[src/source/la_params.svh]
`ifndef LA_PARAMS_SVH
`define LA_PARAMS_SVH

// 256-byte register window
`define LA_BASE_ADR 32'h2200_0000

// 32-bit words in one probe bank
`define LA_BANK_WORDS 4

// flops between pad input and readback
`define LA_SYNC_STAGES 2

`endif

[src/source/la_bus_pkg.sv]
`default_nettype none

package la_bus_pkg;

    // wishbone classic slave side
    typedef logic [31:0] wb_addr_t;
    typedef logic [31:0] wb_data_t;
    typedef logic [3:0]  wb_sel_t;  // one bit per byte lane

endpackage

`default_nettype wire

[src/source/la_map_pkg.sv]
`default_nettype none

`include "la_params.svh"

package la_map_pkg;

    typedef logic [7:0] la_offset_t;  // byte offset in window

    typedef enum la_offset_t {
        LA_DATA_0 = 8'h00,
        LA_DATA_1 = 8'h04,
        LA_DATA_2 = 8'h08,
        LA_DATA_3 = 8'h0c,
        LA_ENA_0  = 8'h10,
        LA_ENA_1  = 8'h14,
        LA_ENA_2  = 8'h18,
        LA_ENA_3  = 8'h1c,
        // read only, pin state
        LA_RDBK_0 = 8'h20,
        LA_RDBK_1 = 8'h24,
        LA_RDBK_2 = 8'h28,
        LA_RDBK_3 = 8'h2c
    } la_reg_e;

    // word 0 holds pins 31..0
    typedef logic [`LA_BANK_WORDS-1:0][31:0] la_bank_t;

endpackage

`default_nettype wire

[src/source/la_wb_frontend.sv]
`timescale 1ns/1ns
`default_nettype none

`include "la_params.svh"

module la_wb_frontend #(
    parameter la_bus_pkg::wb_addr_t BASE_ADR = `LA_BASE_ADR
) (
    input  logic                   clk,
    input  logic                   resetn,

    input  logic                   wb_cyc_i,
    input  logic                   wb_stb_i,
    input  logic                   wb_we_i,
    input  la_bus_pkg::wb_addr_t   wb_adr_i,
    input  la_bus_pkg::wb_sel_t    wb_sel_i,
    input  la_bus_pkg::wb_data_t   wb_dat_i,
    output la_bus_pkg::wb_data_t   wb_dat_o,
    output logic                   wb_ack_o,

    output logic                   req_valid_o,
    output logic                   req_hit_o,
    output la_map_pkg::la_offset_t req_offset_o,
    output la_bus_pkg::wb_sel_t    req_wstrb_o,
    output la_bus_pkg::wb_data_t   req_wdata_o,

    input  logic                   resp_valid_i,
    input  la_bus_pkg::wb_data_t   resp_rdata_i
);

    import la_bus_pkg::*;
    import la_map_pkg::*;

    localparam int OFS_W = $bits(la_offset_t);

    logic       take;
    logic       busy_q;
    logic       req_valid_q;
    logic       hit_q;
    la_offset_t offset_q;
    wb_sel_t    wstrb_q;
    wb_data_t   wdata_q;

    // one capture per bus cycle
    assign take = wb_cyc_i && wb_stb_i && !busy_q;

    always_ff @(posedge clk) begin
        if (!resetn) begin
            busy_q      <= 1'b0;
            req_valid_q <= 1'b0;
        end else begin
            req_valid_q <= take;
            if (take) begin
                busy_q <= 1'b1;
            end else if (resp_valid_i) begin
                busy_q <= 1'b0;  // free again after the ack cycle
            end
        end
    end

    always_ff @(posedge clk) begin
        if (take) begin
            hit_q    <= (wb_adr_i[31:OFS_W] == BASE_ADR[31:OFS_W]);
            offset_q <= wb_adr_i[OFS_W-1:0];
            wstrb_q  <= wb_sel_i & {$bits(wb_sel_t){wb_we_i}};  // reads carry no strobes
            wdata_q  <= wb_dat_i;
        end
    end

    assign req_valid_o  = req_valid_q;
    assign req_hit_o    = hit_q;
    assign req_offset_o = offset_q;
    assign req_wstrb_o  = wstrb_q;
    assign req_wdata_o  = wdata_q;

    // miss is acked with zero data
    assign wb_ack_o = resp_valid_i;
    assign wb_dat_o = hit_q ? resp_rdata_i : '0;

endmodule

`default_nettype wire

[src/source/la_regs.sv]
`timescale 1ns/1ns
`default_nettype none

`include "la_params.svh"

module la_regs (
    input  logic                   clk,
    input  logic                   resetn,

    input  logic                   req_valid_i,
    input  logic                   req_hit_i,
    input  la_map_pkg::la_offset_t req_offset_i,
    input  la_bus_pkg::wb_sel_t    req_wstrb_i,
    input  la_bus_pkg::wb_data_t   req_wdata_i,

    output logic                   resp_valid_o,
    output la_bus_pkg::wb_data_t   resp_rdata_o,

    output la_map_pkg::la_bank_t   data_bank_o,
    output la_map_pkg::la_bank_t   ena_bank_o,
    input  la_map_pkg::la_bank_t   rdbk_bank_i
);

    import la_bus_pkg::*;
    import la_map_pkg::*;

    localparam int IDX_W = $clog2(`LA_BANK_WORDS);

    la_bank_t         data_q;
    la_bank_t         ena_q;
    logic [IDX_W-1:0] word_idx;
    logic             data_sel;
    logic             ena_sel;
    logic             rdbk_sel;
    wb_data_t         rd_word;
    logic             resp_valid_q;
    wb_data_t         rdata_q;

    assign word_idx = req_offset_i[IDX_W+1:2];

    // exact match only, unaligned offsets fall to default
    always_comb begin
        data_sel = 1'b0;
        ena_sel  = 1'b0;
        rdbk_sel = 1'b0;
        case (la_reg_e'(req_offset_i))
            LA_DATA_0, LA_DATA_1, LA_DATA_2, LA_DATA_3: data_sel = 1'b1;
            LA_ENA_0, LA_ENA_1, LA_ENA_2, LA_ENA_3:     ena_sel  = 1'b1;
            LA_RDBK_0, LA_RDBK_1, LA_RDBK_2, LA_RDBK_3: rdbk_sel = 1'b1;
            default: ;
        endcase
    end

    always_comb begin
        rd_word = '0;  // unmapped reads zero
        if (data_sel) begin
            rd_word = data_q[word_idx];
        end else if (ena_sel) begin
            rd_word = ena_q[word_idx];
        end else if (rdbk_sel) begin
            rd_word = rdbk_bank_i[word_idx];
        end
    end

    always_ff @(posedge clk) begin
        if (!resetn) begin
            data_q <= '0;
            ena_q  <= '0;
        end else if (req_valid_i && req_hit_i) begin
            for (int b = 0; b < $bits(wb_sel_t); b++) begin
                if (req_wstrb_i[b]) begin
                    if (data_sel) begin
                        data_q[word_idx][8*b +: 8] <= req_wdata_i[8*b +: 8];
                    end
                    if (ena_sel) begin
                        ena_q[word_idx][8*b +: 8] <= req_wdata_i[8*b +: 8];
                    end
                end
            end
        end
    end

    always_ff @(posedge clk) begin
        if (!resetn) begin
            resp_valid_q <= 1'b0;
        end else begin
            resp_valid_q <= req_valid_i;  // never stalls
        end
    end

    // old value on a write, same as the bus sees it
    always_ff @(posedge clk) begin
        if (req_valid_i) begin
            rdata_q <= rd_word;
        end
    end

    assign resp_valid_o = resp_valid_q;
    assign resp_rdata_o = rdata_q;
    assign data_bank_o  = data_q;
    assign ena_bank_o   = ena_q;

endmodule

`default_nettype wire

[src/source/la_pad_ctrl.sv]
`timescale 1ns/1ns
`default_nettype none

`include "la_params.svh"

module la_pad_ctrl #(
    parameter int SYNC_STAGES = `LA_SYNC_STAGES
) (
    input  logic                 clk,
    input  logic                 resetn,

    input  la_map_pkg::la_bank_t data_bank_i,
    input  la_map_pkg::la_bank_t ena_bank_i,

    input  la_map_pkg::la_bank_t la_data_in_i,
    output la_map_pkg::la_bank_t la_data_o,
    output la_map_pkg::la_bank_t la_oe_o,
    output la_map_pkg::la_bank_t rdbk_bank_o
);

    import la_map_pkg::*;

    la_bank_t sync_q [SYNC_STAGES];
    la_bank_t pin_in;

    // pads are async to clk
    always_ff @(posedge clk) begin
        if (!resetn) begin
            sync_q <= '{default: '0};
        end else begin
            sync_q[0] <= la_data_in_i;
            for (int i = 1; i < SYNC_STAGES; i++) begin
                sync_q[i] <= sync_q[i-1];
            end
        end
    end

    assign pin_in = sync_q[SYNC_STAGES-1];

    assign la_data_o = data_bank_i;
    assign la_oe_o   = ena_bank_i;  // 1 = drive

    // driven value on outputs, sampled pad on inputs
    assign rdbk_bank_o = (ena_bank_i & data_bank_i) | (~ena_bank_i & pin_in);

endmodule

`default_nettype wire

[src/source/la_top.sv]
`timescale 1ns/1ns
`default_nettype none

`include "la_params.svh"

module la_top (
    input  logic                 clk,
    input  logic                 resetn,

    input  logic                 wb_cyc_i,
    input  logic                 wb_stb_i,
    input  logic                 wb_we_i,
    input  la_bus_pkg::wb_addr_t wb_adr_i,
    input  la_bus_pkg::wb_sel_t  wb_sel_i,
    input  la_bus_pkg::wb_data_t wb_dat_i,
    output la_bus_pkg::wb_data_t wb_dat_o,
    output logic                 wb_ack_o,

    input  la_map_pkg::la_bank_t la_data_in_i,
    output la_map_pkg::la_bank_t la_data_o,
    output la_map_pkg::la_bank_t la_oe_o
);

    import la_bus_pkg::*;
    import la_map_pkg::*;

    logic       req_valid;
    logic       req_hit;
    la_offset_t req_offset;
    wb_sel_t    req_wstrb;
    wb_data_t   req_wdata;
    logic       resp_valid;
    wb_data_t   resp_rdata;
    la_bank_t   data_bank;
    la_bank_t   ena_bank;
    la_bank_t   rdbk_bank;

    la_wb_frontend #(
        .BASE_ADR(`LA_BASE_ADR)
    ) u_frontend (
        .clk          (clk),
        .resetn       (resetn),
        .wb_cyc_i     (wb_cyc_i),
        .wb_stb_i     (wb_stb_i),
        .wb_we_i      (wb_we_i),
        .wb_adr_i     (wb_adr_i),
        .wb_sel_i     (wb_sel_i),
        .wb_dat_i     (wb_dat_i),
        .wb_dat_o     (wb_dat_o),
        .wb_ack_o     (wb_ack_o),
        .req_valid_o  (req_valid),
        .req_hit_o    (req_hit),
        .req_offset_o (req_offset),
        .req_wstrb_o  (req_wstrb),
        .req_wdata_o  (req_wdata),
        .resp_valid_i (resp_valid),
        .resp_rdata_i (resp_rdata)
    );

    la_regs u_regs (
        .clk          (clk),
        .resetn       (resetn),
        .req_valid_i  (req_valid),
        .req_hit_i    (req_hit),
        .req_offset_i (req_offset),
        .req_wstrb_i  (req_wstrb),
        .req_wdata_i  (req_wdata),
        .resp_valid_o (resp_valid),
        .resp_rdata_o (resp_rdata),
        .data_bank_o  (data_bank),
        .ena_bank_o   (ena_bank),
        .rdbk_bank_i  (rdbk_bank)
    );

    la_pad_ctrl #(
        .SYNC_STAGES(`LA_SYNC_STAGES)
    ) u_pad_ctrl (
        .clk          (clk),
        .resetn       (resetn),
        .data_bank_i  (data_bank),
        .ena_bank_i   (ena_bank),
        .la_data_in_i (la_data_in_i),
        .la_data_o    (la_data_o),
        .la_oe_o      (la_oe_o),
        .rdbk_bank_o  (rdbk_bank)
    );

endmodule

`default_nettype wire

[config.mk]
export PLATFORM = sky130hd
export DESIGN_NAME = la_top
export DESIGN_NICKNAME = d
export VERILOG_FILES = /design/src/source/la_bus_pkg.sv /design/src/source/la_map_pkg.sv /design/src/source/la_wb_frontend.sv /design/src/source/la_regs.sv /design/src/source/la_pad_ctrl.sv /design/src/source/la_top.sv
export VERILOG_INCLUDE_DIRS = /design/src /design/src/source
export SDC_FILE = /design/constraint.sdc
export NUM_CORES = 1
export LEC_CHECK = 0
export ABC_CLOCK_PERIOD_IN_PS = 2800
export BUFFER_PORTS_ARGS = -buffer_cell sky130_fd_sc_hd__buf_4
export CAP_MARGIN = 20
export CORE_ASPECT_RATIO = 0.9
export CORE_MARGIN = 2
export CORE_UTILIZATION = 49
export CTS_CLUSTER_DIAMETER = 150
export DETAILED_ROUTE_END_ITERATION = 7
export MAX_ROUTING_LAYER = met4
export PLACE_DENSITY = 0.78
export SLEW_MARGIN = 10
export SYNTH_ARGS = -nofsm -noshare
export SYNTH_HDL_FRONTEND = slang
export SYNTH_SLANG_ARGS = --single-unit
[constraint.sdc]
create_clock -name clk -period 2.8 [get_ports clk]
set_input_delay 0.28 -clock clk [delete_from_list [all_inputs] [get_ports clk]]
set_output_delay 0.28 -clock clk [all_outputs]
set_load 0.02 [all_outputs]
==> Yosys cells after proc, flatten, opt, wreduce, memory -nomap -nowiden <==
Index checks and enable logic that the tools add are counted.
{ "totals": {"register_bits": 592, "output_inout_bits": 289, "word_cells": 112} }
{ "classes": {"order_cmp": 2, "n_eq_ne": 12, "n_mux": 59, "n_bitwise": 5, "n_reduce_logical": 10} }
{ "op_table": {"columns": ["op", "n"], "rows": [
  ["$mux 128", 28],
  ["$bwmux 128", 8],
  ["$and 128x128->128", 2],
  ["$demux 32 s2", 4],
  ["$mux 32", 8],
  ["$bmux 32 s2", 3],
  ["$not 128->128", 1],
  ["$or 128x128->128", 1],
  ["$eq 8x5->1 const B", 4],
  ["$eq 8x6->1 const B", 4],
  ["$eq 24x22->1 const B", 1],
  ["$mux 24", 1],
  ["$eq 8x4->1 const B", 2],
  ["$mux 16", 1],
  ["$reduce_or 4->1", 3],
  ["$eq 8x3->1 const B", 1],
  ["$logic_not 8->1", 1],
  ["$mux 8", 1],
  ["$mux 1", 5],
  ["$and 4x4->4", 1],
  ["$logic_and 1x1->1", 4],
  ["$lt 2x3->1 const B", 1],
  ["$ge 2x1->1 const B", 1],
  ["$reduce_bool 2->1", 1],
  ["$logic_not 1->1", 1]
]} }

==> Logic depth before layout (Yosys ltp) <==
Gate-level depths: netlist of the first run.
{ "depth": {"depth_word": 22, "depth_mapped": 7} }

==> By module <==
Synthesis of the first run repeated with hierarchy kept, for this count alone.
{ "unflattened": {"cells_unflattened": 2144, "hier_area_um2": 25618.3} }
{ "by_module_without_submodules": {"columns": ["mod", "instances", "cells_each", "area_each_um2", "seq_area_each_um2"], "rows": [
  ["la_regs", 1, 1119, 13643.1, 6105.9],
  ["la_pad_ctrl", 1, 924, 10233.6, 5124.9],
  ["la_wb_frontend", 1, 101, 1741.7, 1391.3]
]} }

==> Worst setup path before layout of the first run <==
Ideal clock, no wire load.
{ "synth_timing": {"kind": "input to register", "from": "input port wb_cyc_i", "to": "register u_frontend.hit_q (netlist: u_frontend.req_hit_o), enable pin", "t_arrival_ps": 2283, "t_required_ps": 2349, "path_slack_ps": 66, "stages": 2, "cell_sequence": "nand2_1 > nor2_1"} }
{ "synth_between": {"elab_chain_cells": 2} }
{ "synth_lines": {"columns": ["item", "line_no", "text"], "rows": [
  ["from (decl)", "la_top.sv:10", "input logic wb_cyc_i,"],
  ["$logic_and 1x1->1 (2 in series)", "la_wb_frontend.sv:45", "assign take = wb_cyc_i && wb_stb_i && !busy_q;"],
  ["named net u_frontend.take", "la_wb_frontend.sv:36", "logic take;"],
  ["to (signal assigned)", "la_wb_frontend.sv:63", "hit_q <= (wb_adr_i[31:OFS_W] == BASE_ADR[31:OFS_W]);"],
  ["to (decl)", "la_wb_frontend.sv:39", "logic hit_q;"]
]} }
The timed path passes the listed nets, and every way through them passes these cells.
A chain may end at the register's enable or synchronous reset.

==> Final worst setup path of the first run <==
{ "layout_timing": {"from": "register u_frontend.hit_q (netlist: u_frontend.req_hit_o)", "to": "output port wb_dat_o[31]"} }
{ "layout_between": {"elab_chain_cells": 1} }
{ "layout_lines": {"columns": ["item", "line_no", "text"], "rows": [
  ["$mux 32", "la_wb_frontend.sv:78", "assign wb_dat_o = hit_q ? resp_rdata_i : '0;"],
  ["to (decl)", "la_top.sv:16", "output la_bus_pkg::wb_data_t wb_dat_o,"]
]} }
No other way between the ends.

==> results of run 1 <==
[repair_timing]
item,4_1_cts,5_1_grt
resized for setup,0,0
endpoints found under the hold margin,168,0
hold buffers,168,0
[routing by layer]
layer  vias to the layer above  track usage [%]
met4                         0            11.76
met3                       186            5.650
met2                       886            49.67
met1                      8891            37.50
met5                         -                -
li1                       8312                -
[power groups by stage]
| stage | logic (W) | clock network (W) | registers (W) |
|---|---|---|---|
| 3_5_place_dp | 0.000883 | 0 | 0.00910 |
| 3_3_place_gp | 0.000865 | 0 | 0.00910 |
| 2_1_floorplan | 0.000471 | 0 | 0.00906 |
| 6_report | 0.00110 | 0.00831 | 0.00892 |
| 4_1_cts | 0.00108 | 0.00840 | 0.00891 |
| 5_1_grt | 0.00117 | 0.00874 | 0.00893 |
[synth_stat cells, types with 19 or more instances]
master    number  area share, %
clkbuf_1      85            1.4
buf_2         32           0.70
nor2b_1      132            3.6
dfxtp_1      515             45
o211ai_1      30           0.98
mux2i_1      286             13
nand4_1       19           0.52
a22oi_1       62            2.0
and2_1       296            8.1
nand3_1      129            2.8
nand2_1       64            1.1
mux4_2        66            6.5
o21ai_0      130            2.8
edfxtp_1      77             10
[worst max-delay path, stage by stage (launching register included)]
cell	delay (ns)
edfxtp_1	0.66
buf_4	0.28
buf_4	0.35
and2_1	0.25
buf_4	0.16
[logic make-up (layout without fill, tap and decap cells)]
family | Yosys count | after routing | share of synthesized area, %
other cells | 0 | 9 | 0
buf+inv | 135 | 822 | 2.423
compound gates | 223 | 223 | 5.897
simple gates | 678 | 678 | 17.48
flops | 592 | 592 | 55.19
mux | 352 | 352 | 19.02
[final cells by class]
| cell class | instances | area, um2 |
|---|---|---|
| multi-input cells | 1253 | 9751 |
| fillers | 3308 | 15250 |
| diodes | 9 | 22.52 |
| well taps | 616 | 770.7 |
| clock inverters | 33 | 396.6 |
| clock buffers | 73 | 1655 |
| flip-flops and latches | 592 | 12620 |
| repair buffers | 716 | 5891 |
[sequential cells by signal, indices dropped and copies added (netlist names), 4 cells and up]
name                     cells
u_pad_ctrl.pin_in          128
u_pad_ctrl.sync_q          128
u_regs.data_bank_o         128
u_regs.ena_bank_o          128
u_frontend.req_wdata_o      32
u_regs.resp_rdata_o         32
u_frontend.req_offset_o      8
u_frontend.req_wstrb_o       4
[stage by stage]
step	setup slack, ns	std cells	cell area, um2	power, W	hold slack, ns
6_report	0.2066	3292	31110	0.01833	0.05749
5_1_grt	0.1360	3291	31110	0.01883	0.04178
4_1_cts	0.1715	3283	31090	0.01839	0.008176
2_1_floorplan	0.06621	1980	22870	0.009529	0.3789
3_3_place_gp	0.4519	3009	27350	0.009961	0.4151
3_5_place_dp	0.4042	3009	27350	0.009984	0.4169
[worst paths after layout]
kind	slack, ns	from	to
setup / recovery	0.21	u_frontend.req_hit_o	wb_dat_o[31]
hold / removal	0.06	wb_sel_i[1]	u_frontend.req_wstrb_o[1]
setup reg to reg	0.38	u_frontend.req_offset_o[2]	u_regs.data_bank_o[61]
hold reg to reg	0.43	u_pad_ctrl.sync_q[219]	u_pad_ctrl.pin_in[91]
==> impl_metrics.py, run 1 <==
metrics = {
    "timing": {
        "final.period_utilization_pct": 92.62,
        "max_freq_mhz": 385.6,
        "grt_setup_unrepaired": "no",
        "relSlewSlack_pct": 46.85,
        "skew_ns": 0.01350,
        "drv_slew": 0,
        "fin_tns_setup_ns": 0,
        "worst_pin_slew_ns": 0.7951,
        "final_hold_viol_count": 0,
        "period_needed_ns": 2.593,
        "setup_violations": 0,
    },
    "clocking": {
        "root_buffer": "clkbuf_16",
        "htreeDepth": 2,
        "cts_tree": "yes",
        "post_cts_buffers": 0,
        "cts_buffers": 57,
        "clk_latency_ns": 0.61,
        "clock_path_buffers": 3,
        "cts_sinks": 592,
        "path_clk_slew_ns": 0.06,
    },
    "logic_synthesis": {
        "synthesis.nets": 2181,
        "synth_edf_count": 77,
        "synth_flop_cell": "dfxtp_1",
        "synth_cells": 1980,
        "ys_seq_area_share_pct": 55.19,
        "avgSynthCellArea_um2": 11.55,
        "ys_ff_latch": 592,
        "ys_warn_count": 0,
        "synth.distinct_cells": 33,
        "synthArstFlopShare_pct": 0,
        "syn_area_um2": 22870,
    },
    "global_routing": {
        "globalRoute.totalOverflow": 0,
        "antenna_found_initial": 8,
        "grt_pass1_vias": 18530,
        "grt_max_degree": 100,
        "grt_pass1_wl_um": 109700,
        "grtUsageTotal_pct": 30.44,
    },
    "die": {
        "chipHeight_um": 209.0,
        "rows": 75,
        "dieArea_um2": 48420,
        "die_width_um": 231.7,
        "start_util_pct": 49.34,
        "core_um2": 46360,
        "io_pins": 490,
    },
    "power_and_ir_drop": {
        "p_seq_share_pct": 48.7,
        "total_leakage_power_nw": 12.80,
        "combPwrFrac_pct": 6.0,
        "p_switching_w": 0.003970,
        "peakVddDrop_v": 0.0005255,
        "cell_internal_pwr_w": 0.01436,
        "clock_power_share_pct": 45.4,
        "switching_share_pct": 21.66,
        "power_density_nw_per_um2": 589.1,
    },
    "drt": {
        "wl_per_cell_um": 22.36,
        "ant_nets": 0,
        "met1Wirelength_um": 29430,
        "dr_wl_met3_um": 5630,
        "routed_via_density": 5.551,
        "drc_errors": 0,
        "wl_um": 73600,
        "highest_layer": "met4",
        "drt_first_iter_violations": 1497,
        "routed-via-count": 18280,
        "met2_length_um": 35990,
        "dr.pass1.iters": 7,
    },
    "place": {
        "hpwl_um": 48850,
        "port_buffers": 489,
        "gp_congestion": 0.8973,
    },
    "setup_path": {
        "rr_worst_depth": 5,
        "cp_max_fo": 17,
        "startpoint_type": "flip-flop",
        "cp.required_ns": 2.52,
        "cp.arrival_ns": 2.31,
        "cp-end-kind": "output port",
        "critPathKind": "flip-flop to output port",
    },
    "layout": {
        "final_common_cell": "buf_4",
        "fin_util_pct": 67.11,
        "synthToLayoutAreaGrowth_pct": 36.02,
        "final_nets": 2821,
        "final_layout_size_suffix_gt1_share_pct": 27.60,
        "final_cell_mix": "buf_4 (540), dfxtp_1 (514), and2_1 (295)",
    },
    "min_path": {
        "hold_class": "primary input to flip-flop",
        "whs_path_depth": 2,
    },
    "run_status": {
        "status": "finished clean",
    },
    "flow_run": {
        "maxCapViolCount": 0,
    },
}
No activity file was read; power rests on OpenSTA's default activity.
==> run 2: changes to the inputs <==
--- a/config.mk
+++ b/config.mk
@@ -6,16 +6,17 @@
 export SDC_FILE = /design/constraint.sdc
 export NUM_CORES = 1
 export LEC_CHECK = 0
-export ABC_CLOCK_PERIOD_IN_PS = 2800
+export ABC_AREA = 1
+export ABC_CLOCK_PERIOD_IN_PS = 3200
 export BUFFER_PORTS_ARGS = -buffer_cell sky130_fd_sc_hd__buf_4
 export CAP_MARGIN = 20
 export CORE_ASPECT_RATIO = 0.9
 export CORE_MARGIN = 2
-export CORE_UTILIZATION = 49
+export CORE_UTILIZATION = 55
 export CTS_CLUSTER_DIAMETER = 150
 export DETAILED_ROUTE_END_ITERATION = 7
 export MAX_ROUTING_LAYER = met4
-export PLACE_DENSITY = 0.78
+export PLACE_DENSITY = 0.81
 export SLEW_MARGIN = 10
 export SYNTH_ARGS = -nofsm -noshare
 export SYNTH_HDL_FRONTEND = slang
==> constraint.sdc (replaced) <==
create_clock -name clk -period 3.2 [get_ports clk]
set_input_delay 0.32 -clock clk [delete_from_list [all_inputs] [get_ports clk]]
set_output_delay 0.32 -clock clk [all_outputs]
set_load 0.02 [all_outputs]
==> run 2 against run 1 <==
  * Count of clock-buffer cells in the layout is 5 higher
  * Critical path depth is 4 higher
  * Flip-flop and latch count stayed put
  * Highest routed layer unchanged
  * Non-clock buffer count is 20 lower
  * Final cell count is 50% higher
  * Total power is 11% lower
  * Synthesized cell count is 86% higher
==> impl_metrics.py, run 2 <==
metrics = {
    "global_routing": {
        "antenna_found_initial": 1,
        "grt_pass1_wl_um": 125400,
        "grt_busiest_layer": "met2",
        "grtUsageTotal_pct": 34.00,
        "grt_max_degree": 113,
        "grt_use_met3_pct": 6.250,
        "grtUsageMet2_pct": 53.39,
        "globalRoute.totalOverflow": 0,
        "met1_usage_pct": 42.35,
        "grt_pass1_vias": 23330,
    },
    "power_and_ir_drop": {
        "p_seq_share_pct": 47.7,
        "power_density_nw_per_um2": 492.3,
        "clock_power_share_pct": 46.4,
        "power_w": 0.01638,
        "switching_share_pct": 21.89,
        "cell_internal_pwr_w": 0.01279,
        "total_leakage_power_nw": 18.20,
        "p_switching_w": 0.003586,
        "peakVddDrop_v": 0.0003933,
        "combPwrFrac_pct": 5.9,
    },
    "drt": {
        "wl_per_cell_um": 16.65,
        "drc_errors": 0,
        "ant_nets": 0,
        "drt_first_iter_violations": 2279,
        "routed-via-count": 24710,
        "wl_um": 81950,
        "dr.pass1.iters": 6,
        "routed_via_density": 5.019,
    },
    "logic_synthesis": {
        "yosysTopAreaCell": "dfxtp_1",
        "synth.area.top_cells": "dfxtp_1 (40%), nand2_1 (20%), nor2_1 (9.3%)",
        "synth_edf_count": 77,
        "avgSynthCellArea_um2": 6.967,
        "synth_top_family_by_area": "simple AND/OR/NAND/NOR gates",
        "ys_seq_area_share_pct": 49.20,
        "ys_ff_latch": 592,
        "yosys.area_share.simple_pct": 36.04,
        "synthArstFlopShare_pct": 0,
        "synth_flop_cell": "dfxtp_1",
        "synthesis.nets": 3883,
        "ys_warn_count": 0,
        "synth-xor-area-share_pct": 0,
        "synthAdderAreaFrac_pct": 0,
        "synth_most_common_cell": "nand2_1",
        "synth_compound_area_share_pct": 1.873,
        "synth_cells": 3682,
        "synth.distinct_cells": 30,
        "yosys-top-cells-count": "nand2_1 (1372), nor2_1 (636), inv_1 (573)",
        "syn_area_um2": 25650,
        "synth.area.mux_share_pct": 0,
        "synth_top_area_share_pct": 40.19,
    },
    "clocking": {
        "clk_latency_ns": 0.61,
        "root_buffer": "clkbuf_16",
        "cts_buffers": 57,
        "post_cts_buffers": 0,
        "post_cts_resized": 0,
        "cts_tree": "yes",
        "clock_path_buffers": 3,
        "cts_sinks": 592,
        "holdBufCountCts": 171,
        "path_clk_slew_ns": 0.07,
        "htreeDepth": 2,
    },
    "timing": {
        "relSlewSlack_pct": 35.40,
        "grt_setup_unrepaired": "no",
        "drv_slew": 0,
        "final.period_utilization_pct": 78.31,
        "setup_violations": 0,
        "fin_tns_setup_ns": 0,
        "worst_pin_slew_ns": 0.9656,
        "skew_ns": 0.01142,
        "max_freq_mhz": 399.0,
        "period_needed_ns": 2.506,
        "final_hold_viol_count": 0,
    },
    "setup_path": {
        "cp_max_fo": 26,
        "ff2ff_setup_slack_ns": 0.69,
        "cp-end-kind": "flip-flop",
        "critPathKind": "flip-flop to flip-flop",
        "r2r_start": "u_frontend.req_offset_o[3]",
        "cp.required_ns": 3.56,
        "cp.arrival_ns": 2.87,
        "startpoint_type": "flip-flop",
        "rr_worst_depth": 8,
        "r2r_end": "u_regs.resp_rdata_o[2]",
    },
    "die": {
        "start_util_pct": 55.34,
        "dieArea_um2": 48390,
        "io_pins": 490,
        "core_um2": 46360,
        "chipHeight_um": 208.9,
        "rows": 75,
        "die_width_um": 231.6,
    },
    "layout": {
        "final_nets": 4458,
        "final_cell_mix": "nand2_1 (1372), nor2_1 (635), inv_1 (573)",
        "fill_cells": 3492,
        "final_common_cell": "nand2_1",
        "synthToLayoutAreaGrowth_pct": 29.70,
        "final_layout_size_suffix_gt1_share_pct": 16.12,
    },
    "min_path": {
        "hp-start": "wb_we_i",
        "min_to": "u_frontend.req_wstrb_o[0]",
        "whs_path_depth": 3,
        "hold_class": "primary input to flip-flop",
    },
    "place": {
        "hpwl_um": 51710,
        "gp_congestion": 0.9045,
        "port_buffers": 489,
    },
    "run_status": {
        "status": "finished clean",
    },
    "flow_run": {
        "maxCapViolCount": 0,
    },
}
-- run 2: cell types whose count changed after synthesis, sizes merged, moves of 129 or more --
cell	before	now
mux2i	286	0
nor2b	132	0
nand2	64	1378
o21ai	130	1
inv	0	578
and2	296	0
nor2	5	660
-- run 2: layout make-up --
class / instances / area (um2) / share of cell area [%]
multi-input combinational: 2331 / 9737 / 29.27
sequential: 592 / 12620 / 37.94
tap: 616 / 770.7 / 2.317
timing repair buffer: 696 / 5823 / 17.50
inverter: 579 / 2177 / 6.544
clock inverter: 30 / 457.9 / 1.376
antenna: 1 / 2.502 / 0.007521
clock buffer: 78 / 1679 / 5.047
-- run 2: per-stage QoR --
step / setup WS, ns / cells / area [um2] / hold slack, ns / utilization, %
floorplan: 0.4473 / 3682 / 25650 / 0.3864 / -
global placement: 0.8708 / 4643 / 29420 / 0.3920 / 63.46
detailed placement: 0.7593 / 4643 / 29420 / 0.3967 / 63.46
CTS: 0.7621 / 4922 / 33270 / 0.04132 / 71.77
global route: 0.5655 / 4923 / 33270 / 0.06912 / 71.77
finish: 0.6940 / 4923 / 33270 / 0.06258 / 71.77
-- run 2: worst max-delay path by stage --
stage | from | to | slack, ns
global route | u_frontend.req_offset_o[3] | u_regs.resp_rdata_o[0] | 0.57
detailed placement | u_frontend.req_offset_o[3] | u_regs.resp_rdata_o[2] | 0.76
finish | u_frontend.req_offset_o[3] | u_regs.resp_rdata_o[2] | 0.69
global placement | u_frontend.req_offset_o[3] | u_regs.resp_rdata_o[1] | 0.87
floorplan | wb_cyc_i | u_frontend.req_hit_o | 0.45
CTS | u_frontend.req_offset_o[3] | u_regs.resp_rdata_o[2] | 0.76
-- run 2: cell families after synthesis --
family / count (synthesis)
AO/OA/AOI/OAI: 96
buffers and inverters: 759
flip-flops: 592
AND/OR/NAND/NOR: 2235
-- run 2: layer usage --
metal / wire length (um) / vias to the layer above
met5: 0 / -
met4: 4138 / 0
met3: 8319 / 289
met2: 37270 / 1369
met1: 32220 / 11090
li1: - / 11960
-- run 2: power groups by stage --
stage | Combinational [W] | Sequential (W) | Clock [W]
finish | 0.000962 | 0.00782 | 0.00760
global route | 0.00104 | 0.00782 | 0.00796
CTS | 0.000936 | 0.00781 | 0.00765
detailed placement | 0.000762 | 0.00797 | 0
global placement | 0.000753 | 0.00797 | 0
floorplan | 0.000439 | 0.00791 | 0
-- run 2: worst max-delay path, cell delays in order (launching register included) --
cell	delay, ns
edfxtp_1	0.64
inv_4	0.08
nand2_2	0.72
buf_4	0.40
nor2_1	0.07
a21oi_1	0.15
nand2_1	0.07
nand2_1	0.06
nand3_1	0.07
